`src/source/alu_pkg.sv`:
```
package alu_pkg;

        localparam int data_w  = 32;
        localparam int shamt_w = 5;

        // encoded 0 to f in this order.
        typedef enum logic [3:0] {
                op_sll,
                op_srl,
                op_sra,
                op_add,
                op_sub,
                op_and,
                op_or,
                op_xor,
                op_nor,
                op_slt,
                op_beq,
                op_bne,
                op_lui,
                op_mul,
                op_div,
                op_mov
        } alu_op_e;

        typedef struct packed {
                alu_op_e              op;
                logic [data_w-1:0]    s;
                logic [data_w-1:0]    t;
                logic [shamt_w-1:0]   shamt;
        } alu_cmd_t;

        typedef struct packed {
                logic [data_w-1:0]    out;
                logic                 zero;
                logic                 overflow;
        } alu_res_t;

        typedef enum logic [1:0] {
                div_idle,
                div_run,
                div_done
        } div_state_e;

endpackage

```
`src/source/cmd_intake.sv`:
```
`timescale 1ns/10ps

module cmd_intake import alu_pkg::*; (
        input  logic     clk,
        input  logic     arst_n,
        input  logic     cmd_req,
        input  alu_cmd_t cmd,
        output logic     cmd_ack,
        output logic     issue_valid,
        output alu_cmd_t issue_cmd,
        input  logic     issue_take
);

        logic     slot_full;
        alu_cmd_t slot_cmd;
        logic     slot_load;

        // a fresh request only, and only into an empty slot.
        assign slot_load = cmd_req && !cmd_ack && !slot_full;

        always_ff @(posedge clk or negedge arst_n) begin
                if (!arst_n) begin
                        cmd_ack   <= 1'b0;
                        slot_full <= 1'b0;
                end else begin
                        if (slot_load) begin
                                cmd_ack <= 1'b1;
                        end else if (!cmd_req) begin
                                cmd_ack <= 1'b0; // phase four.
                        end

                        if (slot_load) begin
                                slot_full <= 1'b1;
                        end else if (issue_take) begin
                                slot_full <= 1'b0;
                        end
                end
        end

        always_ff @(posedge clk) begin
                if (slot_load) begin
                        slot_cmd <= cmd;
                end
        end

        assign issue_valid = slot_full;
        assign issue_cmd   = slot_cmd;

        // req may drop only once it has been acked.
        req_held_to_ack: assert property (
                @(posedge clk) disable iff (!arst_n)
                $fell(cmd_req) |-> cmd_ack
        );

        take_needs_valid: assert property (
                @(posedge clk) disable iff (!arst_n)
                issue_take |-> issue_valid
        );

endmodule

```
`src/source/alu_core.sv`:
```
`timescale 1ns/10ps

module alu_core import alu_pkg::*; (
        input  alu_cmd_t cmd,
        output alu_res_t res
);

        logic [data_w-1:0]          sum;
        logic [data_w-1:0]          diff;
        logic signed [2*data_w-1:0] prod;
        logic                       s_msb;
        logic                       t_msb;

        assign sum   = cmd.s + cmd.t;
        assign diff  = cmd.s - cmd.t;
        assign prod  = $signed(cmd.s) * $signed(cmd.t); // full 64-bit product.
        assign s_msb = cmd.s[data_w-1];
        assign t_msb = cmd.t[data_w-1];

        always_comb begin
                res = '0;
                case (cmd.op)
                op_sll: res.out = cmd.s << cmd.shamt;
                op_srl: res.out = cmd.s >> cmd.shamt;
                op_sra: res.out = $signed(cmd.s) >>> cmd.shamt;
                op_add: begin
                        res.out      = sum;
                        res.overflow = (s_msb == t_msb) && (sum[data_w-1] != s_msb);
                end
                op_sub: begin
                        res.out      = diff;
                        res.overflow = (s_msb != t_msb) && (diff[data_w-1] != s_msb);
                end
                op_and: res.out = cmd.s & cmd.t;
                op_or:  res.out = cmd.s | cmd.t;
                op_xor: res.out = cmd.s ^ cmd.t;
                op_nor: res.out = ~(cmd.s | cmd.t);
                op_slt: begin
                        res.out = {{(data_w-1){1'b0}}, $signed(cmd.s) < $signed(cmd.t)};
                end
                op_beq: res.zero = (cmd.s == cmd.t); // out stays 0.
                op_bne: res.zero = (cmd.s != cmd.t);
                op_lui: begin
                        res.out = {cmd.t[data_w/2-1:0], {(data_w/2){1'b0}}};
                end
                op_mul: begin
                        res.out      = prod[data_w-1:0];
                        res.overflow = prod[2*data_w-1:data_w] != {data_w{prod[data_w-1]}};
                end
                op_div: begin
                        res = '0; // divider owns this one.
                end
                op_mov: res.out = cmd.t;
                endcase
        end

endmodule

```
`src/source/alu_divider.sv`:
```
`timescale 1ns/10ps

module alu_divider import alu_pkg::*; #(
        parameter int div_bits = 1
) (
        input  logic              clk,
        input  logic              arst_n,
        input  logic              start,
        input  logic [data_w-1:0] dividend,
        input  logic [data_w-1:0] divisor,
        output logic              busy,
        output logic              done,
        output alu_res_t          res
);

        localparam int steps = data_w / div_bits;
        localparam int cnt_w = $clog2(steps + 1);

        div_state_e        state;
        logic [cnt_w-1:0]  cnt;
        logic [data_w-1:0] dvsr_q;
        logic [data_w-1:0] rem_q;
        logic [data_w-1:0] quo_q;
        logic              ovf_q;
        logic [data_w-1:0] rem_nx;
        logic [data_w-1:0] quo_nx;
        logic              div_zero;
        logic              launch;

        assign div_zero = (divisor == '0);
        assign launch   = start && (state == div_idle);

        // div_bits restoring steps per clock.
        always_comb begin
                logic [data_w:0] partial;
                logic [data_w:0] trial;
                rem_nx = rem_q;
                quo_nx = quo_q;
                for (int i = 0; i < div_bits; i++) begin
                        partial = {rem_nx, quo_nx[data_w-1]};
                        trial   = partial - {1'b0, dvsr_q};
                        if (!trial[data_w]) begin
                                rem_nx = trial[data_w-1:0];
                        end else begin
                                rem_nx = partial[data_w-1:0];
                        end
                        quo_nx = {quo_nx[data_w-2:0], !trial[data_w]};
                end
        end

        always_ff @(posedge clk or negedge arst_n) begin
                if (!arst_n) begin
                        state <= div_idle;
                        cnt   <= '0;
                end else begin
                        case (state)
                        div_idle: begin
                                if (launch) begin
                                        state <= div_zero ? div_done : div_run;
                                        cnt   <= cnt_w'(steps - 1);
                                end
                        end
                        div_run: begin
                                cnt <= cnt - cnt_w'(1);
                                if (cnt == '0) begin
                                        state <= div_done;
                                end
                        end
                        div_done: state <= div_idle; // single done cycle.
                        default:  state <= div_idle;
                        endcase
                end
        end

        always_ff @(posedge clk) begin
                if (launch) begin
                        dvsr_q <= divisor;
                        rem_q  <= '0;
                        quo_q  <= div_zero ? '0 : dividend;
                        ovf_q  <= div_zero;
                end else if (state == div_run) begin
                        rem_q <= rem_nx;
                        quo_q <= quo_nx;
                end
        end

        assign busy = (state != div_idle);
        assign done = (state == div_done);
        assign res  = '{out: quo_q, zero: 1'b0, overflow: ovf_q};

        no_start_when_busy: assert property (
                @(posedge clk) disable iff (!arst_n)
                start |-> !busy
        );

endmodule

```
`src/source/result_sender.sv`:
```
`timescale 1ns/10ps

module result_sender import alu_pkg::*; (
        input  logic     clk,
        input  logic     arst_n,
        input  logic     load,
        input  alu_res_t load_res,
        output logic     full,
        output logic     res_req,
        output alu_res_t res,
        input  logic     res_ack
);

        alu_res_t res_q;

        // full without req means waiting for ack to drop.
        always_ff @(posedge clk or negedge arst_n) begin
                if (!arst_n) begin
                        full    <= 1'b0;
                        res_req <= 1'b0;
                end else if (load) begin
                        full    <= 1'b1;
                        res_req <= 1'b1;
                end else if (res_req && res_ack) begin
                        res_req <= 1'b0;
                end else if (full && !res_req && !res_ack) begin
                        full <= 1'b0; // handshake closed.
                end
        end

        always_ff @(posedge clk) begin
                if (load) begin
                        res_q <= load_res;
                end
        end

        assign res = res_q;

        res_held: assert property (
                @(posedge clk) disable iff (!arst_n)
                res_req |=> $stable(res)
        );

        no_load_when_full: assert property (
                @(posedge clk) disable iff (!arst_n)
                load |-> !full
        );

endmodule

```
`src/source/alu_unit_top.sv`:
```
`timescale 1ns/10ps

module alu_unit_top import alu_pkg::*; #(
        parameter int div_bits = 1
) (
        input  logic     clk,
        input  logic     arst_n,
        input  logic     cmd_req,
        input  alu_cmd_t cmd,
        output logic     cmd_ack,
        output logic     res_req,
        output alu_res_t res,
        input  logic     res_ack
);

        logic     issue_valid;
        alu_cmd_t issue_cmd;
        logic     issue_take;
        logic     is_div;
        logic     div_busy;
        logic     div_done;
        logic     full;
        logic     sender_load;
        alu_res_t core_res;
        alu_res_t div_res;
        alu_res_t load_res;

        cmd_intake u_intake (
                .clk         (clk),
                .arst_n      (arst_n),
                .cmd_req     (cmd_req),
                .cmd         (cmd),
                .cmd_ack     (cmd_ack),
                .issue_valid (issue_valid),
                .issue_cmd   (issue_cmd),
                .issue_take  (issue_take)
        );

        alu_core u_core (
                .cmd (issue_cmd),
                .res (core_res)
        );

        // divider busy covers its done cycle too.
        assign issue_take  = issue_valid && !div_busy && !full;
        assign is_div      = (issue_cmd.op == op_div);
        assign sender_load = (issue_take && !is_div) || div_done;
        assign load_res    = div_done ? div_res : core_res;

        alu_divider #(
                .div_bits (div_bits)
        ) u_divider (
                .clk      (clk),
                .arst_n   (arst_n),
                .start    (issue_take && is_div),
                .dividend (issue_cmd.s),
                .divisor  (issue_cmd.t),
                .busy     (div_busy),
                .done     (div_done),
                .res      (div_res)
        );

        result_sender u_sender (
                .clk      (clk),
                .arst_n   (arst_n),
                .load     (sender_load),
                .load_res (load_res),
                .full     (full),
                .res_req  (res_req),
                .res      (res),
                .res_ack  (res_ack)
        );

endmodule

```
`config.mk`:
```
export PLATFORM = sky130hd
export DESIGN_NAME = alu_unit_top
export DESIGN_NICKNAME = d
export VERILOG_FILES = /design/src/source/alu_pkg.sv /design/src/source/cmd_intake.sv /design/src/source/alu_core.sv /design/src/source/alu_divider.sv /design/src/source/result_sender.sv /design/src/source/alu_unit_top.sv
export SDC_FILE = /design/constraint.sdc
export NUM_CORES = 2
export LEC_CHECK = 0
export BUFFER_PORTS_ARGS = -buffer_cell sky130_fd_sc_hd__buf_2
export CORE_UTILIZATION = 65
export DETAILED_ROUTE_END_ITERATION = 8
export PLACE_DENSITY = 0.82
export SKIP_CTS_REPAIR_TIMING = 1
export SLEW_MARGIN = 15
export SYNTH_ARGS = -nofsm -noshare
export SYNTH_HDL_FRONTEND = slang
export SYNTH_SLANG_ARGS = --single-unit
```
`constraint.sdc`:
```
create_clock -name clk -period 10.22 [get_ports clk]
set_clock_uncertainty 0.1 [all_clocks]
set_input_delay 2.044 -clock clk [delete_from_list [all_inputs] [get_ports clk]]
set_output_delay 2.044 -clock clk [all_outputs]
set_load 0.005 [all_outputs]
```
==> qor.yml <==
path_buf_inv: 5
synth_edf_count: 172
hpwl_um: 163000
die_w_um: 286
grt_pass1_vias: 49100
cpMostUsedCell: "fa_1"
gr-usage-met1: 0.640
finalWorstSetupSlack_ns: 0.263
antenna_found_initial: 19
grt_max_degree: 102
insertion_delay_ns: 0.59
final_max_slew_viol_count: 0
rows: 103
ys_warn_count: 0
via_count: 46900
final-setup-viol-count: 0
initial_utilization: 0.660
clock-sinks: 216
path_delay_family: "adder cells"
io_buffer_count: 112
synth_area_um2: 52300
cp.required_ns: 10.44
hold_path_class: "flip-flop to flip-flop"
fin_util: 0.701
fin_setup_tns_ns: 0
finalNetCount: 7317
synthCells: 5839
synth_ff_type: "edfxtp_1"
ys_ff_latch: 216
wl_per_cell_um: 30.8
clk_pin_slew_ns: 0.07
cts-root-buf: "clkbuf_16"
register_area_um2: 6110
worstMarginPinSlew_ns: 1.19
dp_slack_ns: 0.279
fill_cells: 6056
fmax_mhz: 100
layout_commonest_cell: "fa_1"
relSlewSlack: 0.201
mostFrequentLayoutCells: "fa_1 (1,085), inv_1 (876), nand2_1 (826)"
chipHeight_um: 286
grt.total_usage: 0.535
vias_per_cell: 6.78
overflow: 0
worst_setup_path_end_kind: "flip-flop"
wl_um: 213000
hold_viol: 0
gp_congestion: 1.11
outcome: "completed"
post_synth.cell_area_avg_um2: 8.96
drtPass1Iterations: 8
post-route-period-util: 0.974
maxCapViolCount: 0
crit_arrival_ns: 10.18
multiInputGateArea_um2: 41500
drc: 0
critPathSlowestCell: "or4_1"
ioPinCount: 113
grt_setup_unrepaired: "false"
startpoint_type: "flip-flop"
cts_tree: "done"
areaGrowthSynthToFinish_pct: 6.28
syn-num-nets: 7316
drtIter0Drc: 6931
crit_type: "flip-flop to flip-flop"
crit_path_max_fanout: 14
numCtsBuffers: 26
grtUsageMet3: 0.243
cp_slowest_stage_delay_ns: 0.56
clockBufferDepth: 3
seq_area_frac_synth: 0.117
grt.busiest_layer: "met2"
h-tree-depth: 1
ant_nets: 0
grt_use_met2: 0.761
synthArstFlopShare: 0.0556
coreArea_um2: 79300
grt_pass1_wl_um: 315000
ys_types: 96
drive_above_1_share: 0.0768
die_area_um2: 81600
finalCriticalPeriod_ns: 9.96
flip-flops by register name, indices dropped and copies added (netlist names):
name and cells:
u_sender.res 34, u_divider.rem_q 32, u_sender.full 1, u_divider.dvsr_q 32, u_divider.state 2, u_intake.issue_cmd 73, u_sender.res_req 1, u_intake.issue_valid 1
u_divider.cnt 6, u_divider.ovf_q 1, u_divider.quo_q 32, u_intake.cmd_ack 1
area by class of cell:
| type | count | share of cell area |
|---|---|---|
| clock inverters | 12 | 0.00302 |
| diodes | 10 | 0.000450 |
| repair buffers | 327 | 0.0402 |
| clock buffers | 36 | 0.0133 |
| flip-flops and latches | 216 | 0.110 |
| multi-input cells | 4356 | 0.747 |
| well taps | 1050 | 0.0236 |
| inverters | 913 | 0.0626 |
path summary, 6_finish.rpt:
path / start / to / slack [ns] / depth (start not counted)
setup / recovery: u_intake.issue_cmd[10]$_DFFE_PP_ / u_sender.res[0]$_DFFE_PP_ / 0.26 / 28
hold / removal: u_divider.rem_q[11]$_SDFFE_PP0P_ / u_divider.rem_q[11]$_SDFFE_PP0P_ / 0.38 / 2
setup reg to reg: u_intake.issue_cmd[10]$_DFFE_PP_ / u_sender.res[0]$_DFFE_PP_ / 0.26 / 28
hold reg to reg: u_divider.rem_q[11]$_SDFFE_PP0P_ / u_divider.rem_q[11]$_SDFFE_PP0P_ / 0.38 / 2
max in group asynchronous: arst_n / u_divider.cnt[3]$_DFFE_PN0P_ / 8.55 / 1
min in group asynchronous: arst_n / u_divider.cnt[2]$_DFFE_PN0P_ / 1.24 / 1
cell families after synthesis:
group	Yosys count	synth area share
simple gates	1764	0.138
fa+ha+maj	1400	0.491
buf+inv	1267	0.0916
compound gates	976	0.122
flops	216	0.117
mux	112	0.0238
xor+xnor	104	0.0176
worst min-delay path, stage by stage, from the launching register on:
cell,delay (ns)
dfxtp_1,0.33
nand2_1,0.06
o21ai_1,0.05
synthesized netlist by cell type (23+ instances only):
cell / count / area share
a211oi_1: 34 / 0.0049
edfxtp_1: 172 / 0.099
ha_1: 315 / 0.075
buf_1: 67 / 0.0048
clkinv_1: 23 / 0.0017
nand3_1: 36 / 0.0034
mux2i_1: 96 / 0.018
xor2_1: 32 / 0.0054
a21o_1: 44 / 0.0063
nand2b_1: 30 / 0.0036
o21bai_1: 38 / 0.0055
xnor2_1: 71 / 0.012
a22oi_1: 36 / 0.0052
nand4_1: 30 / 0.0036
a31oi_1: 26 / 0.0031
inv_1: 884 / 0.063
o31ai_1: 43 / 0.0062
a221oi_1: 30 / 0.0050
nor3_1: 48 / 0.0046
o21ai_0: 188 / 0.018
o21a_1: 30 / 0.0043
nor2_1: 684 / 0.049
o21ai_1: 64 / 0.0061
a21oi_1: 241 / 0.023
o211ai_1: 29 / 0.0042
dfxtp_1: 32 / 0.012
clkbuf_1: 273 / 0.020
nand2_1: 827 / 0.059
fa_1: 1085 / 0.42
per-stage QoR:
stage | instance area, um^2 | hold slack [ns] | cells
3_5_place_dp | 54500 | 0.368 | 6857
5_1_grt | 55600 | 0.394 | 6910
6_report | 55600 | 0.381 | 6920
2_1_floorplan | 52300 | 0.345 | 5839
4_1_cts | 55400 | 0.378 | 6905
3_3_place_gp | 54500 | 0.354 | 6857
routing by layer:
layer	part of all wire	up-vias	wire length [um]
met1	0.32	22700	69200
met2	0.41	4170	87300
met5	0.0010	-	220
li1	-	18700	-
met3	0.16	1346	34800
met4	0.10	20	21600
Power is left out: the tool's default activity adds up to more than one toggle a clock period on the data nets, which glitch-free logic cannot reach.
